===== src/common/mem_access_settings.svh =====
// Memory access stage settings
// Widths, instruction fields, op codes and control register indexes
`ifndef MEM_ACCESS_SETTINGS_SVH
`define MEM_ACCESS_SETTINGS_SVH

`define MA_LINE_W			512
`define MA_LANES			16
`define MA_ADDR_W			32
`define MA_WORD_W			32
`define MA_WB_REG_W			7
`define MA_CORE_ID_DEFAULT	30'h0

// Instruction fields
`define MA_FMT_HI			31
`define MA_FMT_LO			30
`define MA_FMT_MEM			2'b10
`define MA_LS_BIT			29		// 1 is load
`define MA_OP_HI			28
`define MA_OP_LO			25
`define MA_CR_HI			4
`define MA_CR_LO			0

`define MA_OP_B				4'd0
`define MA_OP_BX			4'd1
`define MA_OP_S				4'd2
`define MA_OP_SX			4'd3
`define MA_OP_L				4'd4
`define MA_OP_SYNC			4'd5
`define MA_OP_CTRL			4'd6
`define MA_OP_BLOCK			4'd7
`define MA_OP_BLOCK_M		4'd8
`define MA_OP_BLOCK_IM		4'd9
`define MA_OP_STRIDED		4'd10
`define MA_OP_STRIDED_M		4'd11
`define MA_OP_STRIDED_IM	4'd12
`define MA_OP_SCGATH		4'd13
`define MA_OP_SCGATH_M		4'd14
`define MA_OP_SCGATH_IM		4'd15

`define MA_CR_STRAND_ID		5'd0
`define MA_CR_SCRATCH		5'd7
`define MA_CR_STRAND_EN		5'd30
`define MA_CR_HALT			5'd31

`define MA_NOP				32'h0000_0000

`endif


===== src/common/mem_access_pkg.sv =====
// Memory access stage types
// Shared vectors, access kinds and the bundles passed between blocks
`include "mem_access_settings.svh"

package mem_access_pkg;

	typedef logic [`MA_LINE_W-1:0]			line_t;
	typedef logic [`MA_WORD_W-1:0]			word_t;
	typedef logic [`MA_ADDR_W-1:0]			addr_t;
	typedef logic [`MA_LANES-1:0]			lane_mask_t;
	typedef logic [$clog2(`MA_LANES)-1:0]	lane_idx_t;
	typedef logic [`MA_LINE_W/8-1:0]		byte_en_t;
	typedef logic [1:0]						strand_t;
	typedef logic [4:0]						cr_idx_t;
	typedef logic [`MA_WB_REG_W-1:0]		wb_reg_t;

	// Masked variants share a kind
	typedef enum logic [2:0]
	{
		MEM_BYTE,
		MEM_HALF,
		MEM_WORD,
		MEM_SYNC,
		MEM_CTRL,
		MEM_BLOCK,
		MEM_STRIDED,
		MEM_SCGATH
	} mem_kind_e;

	typedef struct packed
	{
		logic		valid;
		word_t		instruction;
		strand_t	strand;
		addr_t		pc;
		line_t		store_value;
		line_t		result;
		lane_mask_t	mask;
		lane_idx_t	reg_lane;
		addr_t		base_addr;
		word_t		strided_offset;
		logic		has_writeback;
		wb_reg_t	writeback_reg;
		logic		writeback_is_vector;
	} ma_issue_t;

	typedef struct packed
	{
		logic		is_mem;
		logic		is_store;
		mem_kind_e	kind;
		cr_idx_t	cr_index;
		logic		lane_active;	// Mask bit of the register lane
	} ma_op_t;

	typedef struct packed
	{
		logic		access;
		logic		write;
		logic		sync;
		strand_t	strand;
		addr_t		address;
		lane_idx_t	cache_lane;
		byte_en_t	byte_en;
		line_t		data;
	} ma_dreq_t;

	typedef struct packed
	{
		logic		valid;
		word_t		instruction;
		strand_t	strand;
		addr_t		pc;
		lane_mask_t	mask;
		line_t		result;
		lane_idx_t	reg_lane;
		lane_idx_t	cache_lane;
		logic		has_writeback;
		wb_reg_t	writeback_reg;
		logic		writeback_is_vector;
		logic		was_access;
		word_t		strided_offset;
	} ma_wb_t;

endpackage


===== src/store_align/store_align.sv =====
// Store data alignment
// Places store values in the cache line with big-endian byte order
// and expands word and byte masks into the 64-bit byte write enable
`timescale 1ns/1ns
`include "mem_access_settings.svh"

module store_align
(
	input	mem_access_pkg::ma_op_t		op_i,
	input	mem_access_pkg::ma_issue_t	issue_i,
	input	mem_access_pkg::lane_idx_t	cache_lane_i,
	input	logic [1:0]					byte_offset_i,
	output	mem_access_pkg::byte_en_t	byte_en_o,
	output	mem_access_pkg::line_t		data_o
);

	mem_access_pkg::word_t		lane_val;
	mem_access_pkg::word_t		byte_word;
	mem_access_pkg::word_t		half_word;
	mem_access_pkg::lane_mask_t	lane_onehot;
	mem_access_pkg::lane_mask_t	word_mask;
	logic [3:0]					byte_mask;
	logic [15:0]				half_swap;

	function automatic mem_access_pkg::word_t swap32(input mem_access_pkg::word_t w);
		return {w[7:0], w[15:8], w[23:16], w[31:24]};
	endfunction

	// Store value lane of the register, lane 0 on top
	always_comb
	begin
		lane_val = '0;
		for (int i = 0; i < `MA_LANES; i++)
		begin
			if (issue_i.reg_lane == i)
				lane_val = issue_i.store_value[(`MA_LANES-1-i)*`MA_WORD_W +: `MA_WORD_W];
		end
	end

	assign lane_onehot = {1'b1, {(`MA_LANES-1){1'b0}}} >> cache_lane_i;

	always_comb
	begin
		case (op_i.kind)
			mem_access_pkg::MEM_BLOCK:
				word_mask = issue_i.mask;
			mem_access_pkg::MEM_STRIDED, mem_access_pkg::MEM_SCGATH:
				word_mask = op_i.lane_active ? lane_onehot : '0;
			default:
				word_mask = lane_onehot;
		endcase

		case (op_i.kind)
			mem_access_pkg::MEM_BYTE:
				byte_mask = 4'b1000 >> byte_offset_i;
			mem_access_pkg::MEM_HALF:
				byte_mask = byte_offset_i[1] ? 4'b0011 : 4'b1100;
			default:
				byte_mask = 4'b1111;
		endcase
	end

	// Cross product, word 15 in the top nibble
	always_comb
	begin
		for (int w = 0; w < `MA_LANES; w++)
		begin
			for (int b = 0; b < 4; b++)
				byte_en_o[w*4 + b] = word_mask[w] & byte_mask[b];
		end
	end

	assign byte_word = {issue_i.store_value[7:0], 24'd0} >> {byte_offset_i, 3'b000};
	assign half_swap = {issue_i.store_value[7:0], issue_i.store_value[15:8]};
	assign half_word = byte_offset_i[1] ? {16'd0, half_swap} : {half_swap, 16'd0};

	always_comb
	begin
		case (op_i.kind)
			mem_access_pkg::MEM_BYTE:
				data_o = {`MA_LANES{byte_word}};
			mem_access_pkg::MEM_HALF:
				data_o = {`MA_LANES{half_word}};
			mem_access_pkg::MEM_WORD, mem_access_pkg::MEM_SYNC, mem_access_pkg::MEM_CTRL:
				data_o = {`MA_LANES{swap32(issue_i.store_value[31:0])}};
			mem_access_pkg::MEM_STRIDED, mem_access_pkg::MEM_SCGATH:
				data_o = {`MA_LANES{swap32(lane_val)}};
			default:	// Block swaps every word
			begin
				for (int i = 0; i < `MA_LANES; i++)
					data_o[i*`MA_WORD_W +: `MA_WORD_W] =
						swap32(issue_i.store_value[i*`MA_WORD_W +: `MA_WORD_W]);
			end
		endcase
	end

endmodule


===== config.mk =====
export PLATFORM = sky130hd
export DESIGN_NAME = store_align
export DESIGN_NICKNAME = d
export VERILOG_FILES = /design/src/common/mem_access_pkg.sv /design/src/store_align/store_align.sv
export VERILOG_INCLUDE_DIRS = /design/src /design/src/common
export SDC_FILE = /design/constraint.sdc
export NUM_CORES = 1
export LEC_CHECK = 0
export BUFFER_PORTS_ARGS = -buffer_cell sky130_fd_sc_hd__buf_2
export CAP_MARGIN = 20
export CORE_AREA = 2 2 683 685
export DETAILED_ROUTE_END_ITERATION = 8
export DIE_AREA = 0 0 685 687
export PLACE_DENSITY = 0.3
export SYNTH_ARGS = -nofsm -noshare
export SYNTH_HDL_FRONTEND = slang
export SYNTH_SLANG_ARGS = --single-unit
export TNS_END_PERCENT = 20

===== constraint.sdc =====
create_clock -name vclk -period 4.82
set_clock_uncertainty 0.1 [all_clocks]
set_input_delay 0.723 -clock vclk [all_inputs]
set_output_delay 0.723 -clock vclk [all_outputs]
set_load 0.03 [all_outputs]

; Yosys cells after proc, flatten, opt, wreduce, memory -nomap -nowiden
; Cells that the tools add are included.
[totals]
wordCells = 115
register_bits = 0
out_inout_bits = 576
in_bits = 1201
[classes]
shift = 3
mux = 22
n_reduce_logical = 4
n_bitwise = 64
n_eq_ne = 22
[ops]
columns = operator, n
row1 = 512-bit case mux with 4 select lines, 1
row2 = 32-bit two-way mux, 17
row3 = 1-bit AND, 64
row4 = 4-bit == test (second input constant), 8
row5 = 16-bit case mux with 2 select lines, 1
row6 = 32-bit by 5-bit >> shifter with 32-bit output, 1
row7 = 4-bit by 3-bit == test with 1-bit output (second input constant), 4
row8 = 16-bit two-way mux, 1
row9 = 16-bit by 4-bit >> shifter with 16-bit output (first input constant), 1
row10 = 3-bit == test (second input constant), 4
row11 = 4-bit by 2-bit == test with 1-bit output (second input constant), 2
row12 = 4-bit case mux with 2 select lines, 1
row13 = 3-bit by 2-bit == test with 1-bit output (second input constant), 2
row14 = 4-bit by 1-bit == test with 1-bit output (second input constant), 1
row15 = 4-bit logical NOT, 1
row16 = 4-bit two-way mux, 1
row17 = 4-bit by 2-bit >> shifter with 4-bit output (first input constant), 1
row18 = 3-bit by 1-bit == test with 1-bit output (second input constant), 1
row19 = 3-bit logical NOT, 1
row20 = 3-bit OR reduction, 1
row21 = 2-bit OR reduction, 1

; Depth between registers and ports, before layout
; Gate-level depths: netlist of run 1.
[logic_depth]
ltp_word = 18
mapped_depth = 12
mapped_depth_nobuf = 6

; Worst setup path after synthesis of run 1
; No wires, ideal clock.
[synth_timing]
path_type = input -> output
start = in issue_i[75] (netlist name)
end = out data_o[128]
arrival_ns = 2.761
path_buffers = 3
required_ns = 3.997
path_stages = 9
slack_ns = 1.236
cell_sequence = buf_2 > buf_2 > mux2_2 > o221a_2 > o22ai_1 > o2111ai_1 > a221oi_2 > buf_2 > nand2_1
[synth_via]
elab_chain_cells = 18
elab_cells_between_ends = 33
[synth_rtl]
columns = item, line_no
row1 = start: declaration, store_align.sv:10  ; input mem_access_pkg::ma_issue_t issue_i,
row2 = 4-bit logical NOT, store_align.sv:35  ; if (issue_i.reg_lane == i)
row3 = 32-bit two-way mux (15 in a row), store_align.sv:35
row4 = 32-bit two-way mux (*), store_align.sv:35
row5 = 512-bit case mux with 4 select lines (*), store_align.sv:79  ; case (op_i.kind)
row6 = end: declaration, store_align.sv:14  ; output mem_access_pkg::line_t data_o
; Mark *: on every way between the ends. The rest lies on a longest branch, timed or not.

; Worst setup path in the final report of run 1
[layout_timing]
start = in issue_i[76] (netlist name)
end = out data_o[349]
; Same word-level chain as after synthesis.

==> impl_results.md, run 1 <==
- Outcome: complete, no violations
- DRT met1 WL: 124000 um
- Synth warn: 0
- Achievable frequency: approximately 210 MHz
- Worst hold slack: ~1.7 ns
- RSZ-0062 raised after global routing: false
- Largest net degree at the start of global routing: 75
- Detailed Route Iter0 Violations: just under 2k
- CP arrival: 3.94 ns
- Number of I/O port buffers: roughly 1.1k
- TritonRoute pass-1 iters: 6
- Simple-Gate Fraction of Synth Area: 0.285
- CP startpoint kind: input pin
- Final std cells w/o fill: between 9k and 10k
- Final setup viols: 0
- Core area: 463000 um^2
- Syn nets: ~3.0k
- Placed cell count: approximately 9.1k
- CP Launch Point: issue_i[76]
- Final worst slack: between 0.06 and 0.07 ns
- Row count: 250
- Tot GR Track Use: 0.127
- Slew Viols, Final: 0
- Die X: around 700 um
- Adder-cell share of the synthesized area: 0
- Final core occ: 0.0609
- Routed wl met2: 148000 um
- FFs & Latches: 0
- Max cap viols: 0
- Worst-Margin Slew: 0.919 ns
- Total wire length: about 310000 um
- Hold depth: 4
- First-pass GRT wire length: 359000 um
- Tightest Hold Check Type: in -> out
- Highest routed layer: met5
- CP Class: in -> out
- Post-DP HPWL: a little under 300000 um
- Final hold violations: 0
- Largest family of logic cells by synthesized area: compound AO/OA/AOI/OAI gates
- Cell taking the most area after synthesis: a21o_1
- Routed len/inst: approximately 34 um
- P per Cell Area: a little under 200 nW/um^2
- Via/cell ratio: roughly 2.4
- Post-synthesis sequential area ratio: 0
- Synth area leaders: a21o_1, nand2_1, a21oi_1
- Compound-Gate Fraction of Synth Area: 0.546
- DRC: 0
- Period utilization: 0.987
- Place WS: -0.0435 ns
- Post-route antenna net violation count: 0
- GP Congestion: around 0.85
- Synth-to-Final Area Change: 159%
- Vias in the first global route: 20.1k
- CP Capture Type: output pin
- Worst endpoint required time: 4.00 ns
- Gr ovfl total: 0
- CLK BUF: 0
- Lkg Pwr: ~13 nW
- Syn avg cell area: between 6 and 7 um^2
- Initial Util: 0.0236
- Final Net Count: a little over 4k
- Initial antenna violation count: around 340
- Die Span Y: just under 700 um
- Share of cells above drive strength 1: 0.487
- # IOs: 1777
- Clock period minus worst slack: between 4 and 5 ns
- Synth cell types: between 70 and 80
- XOR/XNOR Fraction of Synth Area: 0
- Slew HR: 0.387
- Met3 WL post-DR: 34100 um
- Mapped Area: between 10000 and 15000 um^2
- Crit path max fanout: 14
- TNS Setup: 0 ns
- Register area: 0 um^2
- Vias post-DR: roughly 22k
- Post-synthesis mux area share: 0.0782
- Area of the die: ~470000 um^2
- Yosys top cell area share: 0.228
- Peak VDD IR: a little under 0.09 mV
- Hold_sp: issue_i[1116]
- Cells after synthesis: about 1.8k
metal layers:
metal / track usage / up-vias
li1: - / 9067
met1: 0.149 / 10807
met2: 0.216 / 1676
met3: 0.0562 / 514
met4: 0.0240 / 90
met5: 0 / -
layout make-up:
cell class / instances / area [um^2]
Timing Repair Buffer: 1321 / 9930
Tap cell: 6174 / 7720
Multi-Input combinational cell: 1582 / 10200
Inverter: 12 / 50.0
Antenna cell: 125 / 313
Fill cell: 54936 / 434000
layout by cell type (no fill, tap or decap), types with 10 or more instances in the layout:
master | synthesis | routed
buf_4 | 7 | 166
a21o_1 | 331 | 331
a221oi_1 | 10 | 10
o22ai_1 | 33 | 31
mux2i_1 | 21 | 21
mux4_2 | 24 | 24
buf_12 | 0 | 191
a22o_1 | 19 | 19
a22oi_1 | 39 | 39
nor2b_1 | 24 | 18
nand2_1 | 392 | 391
diode_2 | 0 | 125
a21oi_1 | 115 | 112
a2111oi_0 | 17 | 11
nor2_1 | 116 | 113
o21ai_0 | 109 | 109
and2_1 | 16 | 15
nand2b_1 | 14 | 11
nor3_1 | 15 | 14
o211ai_1 | 26 | 26
a31oi_1 | 12 | 12
buf_2 | 81 | 960
nand3b_1 | 10 | 10
and3b_1 | 18 | 15
nand3_1 | 47 | 47
a221o_1 | 18 | 18
o221ai_1 | 11 | 11
metrics by stage:
stage          power [mW]  cell area [um^2]
6_report             5.47             28200
4_1_cts              5.63             27900
5_1_grt              5.75             28100
2_1_floorplan        2.19             10900
3_5_place_dp         5.61             27900
3_3_place_gp         5.63             27900
repair_timing:
action,CTS,global route
resized for setup,1,0
buffers inserted,0,0
setup endpoints to repair,14,0
hold buffers,0,0
cell usage after synthesis (7+ instances only):
library cell,count
nand2_1,392
a21o_1,331
nor2_1,116
a21oi_1,115
clkbuf_1,111
o21ai_0,109
buf_2,81
nand3_1,47
a22oi_1,39
o22ai_1,33
o211ai_1,26
mux4_2,24
nor2b_1,24
mux2i_1,21
a22o_1,19
a221o_1,18
and3b_1,18
a2111oi_0,17
and2_1,16
nor3_1,15
nand2b_1,14
a31oi_1,12
inv_1,11
o221ai_1,11
a221oi_1,10
nand3b_1,10
a211o_1,9
mux2_2,9
a32oi_1,7
and3_1,7
buf_1,7
buf_4,7
nor3b_1,7
worst max-delay path, cell delays in order:
cell and delay [ns]:
clkbuf_8 0.29, buf_4 0.22, nor4b_2 0.61, buf_12 0.23, nand2_1 0.07, o211ai_1 0.11, a2111oi_2 0.08, buf_4 0.19
o31ai_4 0.72, buf_12 0.25, a21o_1 0.15, buf_12 0.16
final timing paths:
kind	to	slack (ns)
setup / recovery	data_o[349]	0.06
hold / removal	data_o[487]	1.70
power by group:
| group | total [mW] | leakage, nW | internal, mW | switching [mW] |
|---|---|---|---|---|
| Combinational | 5.47 | 12.5 | 1.72 | 3.74 |
| Clock | 0.00000231 | 0.000784 | 0.00000231 | 0 |
| Sequential | 0 | 0 | 0 | 0 |
| Total | 5.47 | 12.5 | 1.72 | 3.74 |
logic make-up after synthesis:
| kind of cell | count (synthesis) |
|---|---|
| compound gates | 835 |
| mux | 54 |
| buf+inv | 222 |
| simple gates | 693 |
(Power assumes the default switching activity.)
==> run 2: changes to the inputs <==
==> constraint.sdc (replaced) <==
create_clock -name vclk -period 4.82
set_clock_uncertainty 0.1 [all_clocks]
set_input_delay 0.723 -clock vclk [all_inputs]
set_output_delay 0.723 -clock vclk [all_outputs]
set_load 0.02 [all_outputs]
==> run 2 against run 1 <==
Critical path type unchanged; maximum frequency grew 0.45%; routed wire length grew 0.44%; sequential share of layout area is the same; count of clock-buffer cells in the layout is the same; first-iteration DRC count grew 14%; die area is the same; flip-flop and latch count is the same; final area shrank 1.9%; worst hold slack lost 0.033 ns; critical path depth is the same.
==> impl_results.md, run 2 (same netlist as run 1, synthesis figures left out) <==
- CLK BUF: 0
- Final Net Count: slightly above 4k
- Gr ovfl total: 0
- Final setup viols: 0
- Detailed Route Iter0 Violations: around 2.2k
- Most common cell after layout, fill and taps aside: buf_2
- Lkg Pwr: between 10 and 15 nW
- Buf+Inv Stages, Crit Path: 6
- Core area: approximately 460000 um^2
- Tot GR Track Use: 0.128
- Initial antenna violation count: 337
- TritonRoute pass-1 iters: 8
- Post-place instance area: around 27000 um^2
- Max cap viols: 0
- Crit-path max cell delay: ~0.44 ns
- Crit path max fanout: 19
- Cell mode on critical path: buf_12
- Tightest Hold Check Type: in -> out
- Row count: 250
- Post-DP HPWL: 294000 um
- Slew Viols, Final: 0
- P per Cell Area: ~170 nW/um^2
- Design area: roughly 28000 um^2
- RSZ-0062 raised after global routing: false
- Die Span Y: 687 um
- Power Total: slightly below 5 mW
- Total wire length: about 320000 um
- Cell family contributing the most delay on the critical path: compound AO/OA/AOI/OAI gates
- CP Class: in -> out
- Achievable frequency: 211 MHz
- Area of the die: 471000 um^2
- Share of cells above drive strength 1: 0.490
- Via/cell ratio: 2.41
- Slowest cell on crit path: o2bb2ai_1
- CP startpoint kind: input pin
- # IOs: ~1.8k
- Vias in the first global route: 20.2k
- Initial Util: 0.0236
- Synth-to-Final Area Change: 154%
- Number of I/O port buffers: about 1.1k
- Clock period minus worst slack: ~4.7 ns
- GP Congestion: between 0.8 and 0.9
- Worst-Margin Slew: around 1.0 ns
- Commonest non-fill, non-tap cells in the layout: buf_2, nand2_1, a21o_1, buf_4, buf_12
- Vias post-DR: approximately 22k
- First-pass GRT wire length: roughly 360000 um
- Largest net degree at the start of global routing: 75
- Worst endpoint required time: around 4 ns
- Peak VDD IR: around 0.054 mV
- CP Capture Type: output pin
- Outcome: complete, no violations
- Die X: 685 um
- Routed len/inst: 34.2 um
- FFs & Latches: 0
- DRC: 0
- Register area: 0 um^2
- CP arrival: 3.91 ns
- Slew HR: 0.333
- Period utilization: 0.983
- Crit path cell chain: buf_8 -> buf_12 -> buf_4 -> mux2i_1 -> o2bb2ai_1 -> o2111ai_1 -> buf_4 -> o2111ai_1 -> a21bo_1 -> buf_12 -> a21o_1 -> buf_12
- Post-route antenna net violation count: 0
- Final hold violations: 0
==> run 2: changes by cell type in the layout (fill, tap and decap cells not counted), moves of 2 or more <==
cell and delta:
a2111oi_4 +2, buf_12 -47, diode_2 +18, buf_2 +51, a2111oi_2 -2, buf_4 +11
==> run 2: where the power goes <==
part | total (mW) | switching, mW | internal [mW]
Clock | 0.00000281 | 0 | 0.00000281
Combinational | 4.83 | 3.27 | 1.57
Sequential | 0 | 0 | 0
==> run 2: path summary, 6_finish.rpt <==
| kind | from | to | slack, ns | depth (start not counted) |
|---|---|---|---|---|
| hold / removal | issue_i[1042] | data_o[429] | 1.67 | 4 |
| setup / recovery | issue_i[74] | data_o[46] | 0.08 | 12 |
==> run 2: routing by layer <==
layer,global-route usage,part of all wire
met1,0.149,0.39
met2,0.217,0.47
met3,0.0590,0.12
met4,0.0212,0.024
met5,0,0.0021
==> run 2: tightest hold or removal path, stage by stage <==
cell and delay, ns:
buf_2 0.08, nand2_1 0.04, nand2_1 0.05, buf_2 0.15
==> run 2: final cells by class <==
type	count	area, um^2
Tap cell	6174	7720
Multi-Input combinational cell	1582	10200
Antenna cell	143	358
Fill cell	55060	435000
Inverter	12	50.0
Timing Repair Buffer	1335	9320
==> run 2: timing repair <==
| item | CTS | global route |
|---|---|---|
| gates resized for setup | 8 | 0 |
| pin swaps | 2 | 1 |
| buffers inserted | 4 | 1 |
| setup endpoints to repair | 64 | 2 |
| hold buffers | 0 | 0 |
==> run 2: metrics by stage <==
step / hold slack, ns / setup WS [ns] / utilization / instances / TNS [ns]
2_1_floorplan: 1.51 / 1.28 / - / 1804 / 0
3_5_place_dp: 1.67 / -0.311 / 0.0588 / 9098 / -10.61
4_1_cts: 1.67 / 0.0194 / 0.0590 / 9102 / 0
3_3_place_gp: 1.68 / -0.339 / 0.0588 / 9098 / -11.38
6_report: 1.67 / 0.0825 / 0.0598 / 9246 / 0
5_1_grt: 1.69 / 0.0326 / 0.0594 / 9178 / 0
==> run 3: changes to the inputs <==
--- a/config.mk
+++ b/config.mk
@@ -8,9 +8,9 @@
 export LEC_CHECK = 0
 export BUFFER_PORTS_ARGS = -buffer_cell sky130_fd_sc_hd__buf_2
 export CAP_MARGIN = 20
-export CORE_AREA = 2 2 683 685
+export CORE_AREA = 8 8 687 689
 export DETAILED_ROUTE_END_ITERATION = 8
-export DIE_AREA = 0 0 685 687
+export DIE_AREA = 0 0 695 697
 export PLACE_DENSITY = 0.3
 export SYNTH_ARGS = -nofsm -noshare
 export SYNTH_HDL_FRONTEND = slang
==> constraint.sdc (replaced) <==
create_clock -name vclk -period 4.82
set_clock_uncertainty 0.1 [all_clocks]
set_input_delay 0.723 -clock vclk [all_inputs]
set_output_delay 0.723 -clock vclk [all_outputs]
set_load 0.01 [all_outputs]
==> run 3 against run 2 <==
First-iteration DRC count fell by 6.6%; critical endpoint is now data_o[410]; via count fell by 0.32%; final area fell by 4.1%; sequential share of layout area did not move; utilization fell by 0.23 points; largest cell class unchanged; power fell by 15%; worst hold slack got worse by 0.029 ns; non-clock buffer count fell by 7.
==> impl_results.md, run 3 (same netlist as run 1, synthesis figures left out) <==
- First-pass GRT wire length: 361000 um
- Achievable frequency: between 200 and 250 MHz
- Number of I/O port buffers: ~1.1k
- Sw power: between 2 and 3 mW
- Slew Viols, Final: 0
- Hold_sp: issue_i[1020]
- Clock group share of total power: 0
- Final hold violations: 0
- Cell internal pwr: 1.34 mW
- Initial Util: 0.0236
- Sequential share of power: 0
- Sw frac: 0.675
- Met3 WL post-DR: about 42000 um
- Routed len/inst: approximately 34 um
- Slowest cell on crit path: a2111oi_2
- CLK BUF: 0
- Hold endpoint: data_o[391]
- Core area: 461000 um^2
- Tot GR Track Use: 0.124
- Clock period minus worst slack: approximately 4.8 ns
- Number of fillers in the final layout: 55.1k
- Highest routed layer: met5
- Cell family contributing the most delay on the critical path: compound AO/OA/AOI/OAI gates
- Synth-to-Final Area Change: 144%
- Via/cell ratio: approximately 2.4
- Area of the die: 484000 um^2
- Gr ovfl total: 0
- CP Class: in -> out
- Crit path cell chain: buf_8 -> buf_4 -> or2_2 -> o22ai_1 -> o22ai_1 -> a2111oi_2 -> buf_4 -> o31ai_4 -> buf_4 -> buf_4 -> a21o_1 -> buf_2
- Die X: a little under 700 um
- Hold depth: 4
- Tightest Hold Check Type: in -> out
- Initial antenna violation count: 332
- Largest net degree at the start of global routing: 127
- Crit path max fanout: 16
- Cell mode on critical path: buf_4
- Post-route antenna net violation count: 0
- Vias post-DR: about 22k
- # IOs: approximately 1.8k
- Comb power frac: 1.000
- Buf+Inv Stages, Crit Path: 6
- Outcome: complete, no violations
- Final Net Count: approximately 4.1k
- Detailed Route Iter0 Violations: slightly above 2k
- Routed wl met2: 147000 um
- Commonest non-fill, non-tap cells in the layout: buf_2, nand2_1, a21o_1, buf_4, a21oi_1
- GP Congestion: 0.832
- Post-DP HPWL: around 290000 um
- Final setup viols: 0
- CP startpoint kind: input pin
- Slew HR: 0.285
- Lkg Pwr: between 10 and 15 nW
- Multi-input gate area: roughly 10000 um^2
- CP arrival: between 3 and 4 ns
- Setup Buffers After CTS: 0
- CP Capture Type: output pin
- Worst endpoint required time: approximately 4 ns
- Most common cell after layout, fill and taps aside: buf_2
- FFs & Latches: 0
- DRC: 0
- Crit-path max cell delay: 0.58 ns
- RSZ-0062 raised after global routing: false
- TritonRoute pass-1 iters: 6
- Row count: 250
- Die Span Y: roughly 700 um
- Max cap viols: 0
- Worst hold slack: 1.64 ns
- Power Total: just over 4 mW
- Total wire length: between 300000 and 400000 um
- TNS Setup: 0 ns
- DRT met1 WL: around 120000 um
- P per Cell Area: ~160 nW/um^2
- Share of cells above drive strength 1: 0.488
- Period utilization: 0.989
- Vias in the first global route: approximately 20k
- Peak VDD IR: 0.0392 mV
- Register area: 0 um^2
- Worst-Margin Slew: between 1 and 1.5 ns
## run 3: cell count changes in the layout (fill, tap and decap cells not counted), moves of 2 or more
cell and change:
a2111oi_1 +2, buf_4 +2, a2111oi_4 -2, buf_2 +58
a211oi_4 -3, a211oi_2 +4, a21oi_1 +2, buf_12 -68
a21oi_2 -2
## run 3: repair_timing
| action | 4_1_cts | 5_1_grt |
|---|---|---|
| endpoints found under the setup margin | 0 | 6 |
| hold buffers | 0 | 0 |
| gates resized for setup | 0 | 1 |
## run 3: metrics by stage
stage / std cells / setup WS, ns / utilization / cell area, um^2
2_1_floorplan: 1804 / 1.32 / - / 10900
3_3_place_gp: 9096 / 0.00341 / 0.0567 / 26200
3_5_place_dp: 9096 / 0.0282 / 0.0567 / 26200
4_1_cts: 9096 / 0.0138 / 0.0567 / 26200
5_1_grt: 9189 / 0.0191 / 0.0572 / 26400
6_report: 9240 / 0.0536 / 0.0575 / 26500
## run 3: power by group through the flow
stage / logic (mW) / registers [mW] / clock network (mW)
2_1_floorplan: 1.30 / 0 / 0
3_3_place_gp: 4.27 / 0 / 0
3_5_place_dp: 4.25 / 0 / 0
4_1_cts: 4.27 / 0 / 0
5_1_grt: 4.41 / 0 / 0.00000273
6_report: 4.12 / 0 / 0.00000308
## run 3: worst max-delay path by stage
| stage | from | end | depth (start not counted) |
|---|---|---|---|
| after detailed placement | issue_i[73] | data_o[202] | 11 |
| after CTS | issue_i[73] | data_o[202] | 11 |
| after global placement | issue_i[74] | data_o[481] | 10 |
| final | issue_i[73] | data_o[410] | 12 |
| after global routing | issue_i[73] | data_o[202] | 11 |
| after floorplan | issue_i[74] | data_o[11] | 9 |
## run 3: layout make-up
| cell class | instances | area share |
|---|---|---|
| multi-input cells | 1582 | 0.382 |
| diodes | 144 | 0.0136 |
| well taps | 6174 | 0.291 |
| inverters | 12 | 0.00189 |
| repair buffers | 1328 | 0.312 |
## run 3: tightest hold or removal path, stage by stage
cell     delay, ns
buf_2         0.09
nand2_1       0.04
nand2_1       0.05
buf_2         0.12
## run 3: layer usage
metal / GRT usage / up-vias
met5: 0 / -
met4: 0.0223 / 86
met3: 0.0675 / 527
met2: 0.209 / 1646
met1: 0.137 / 10803
li1: - / 9110
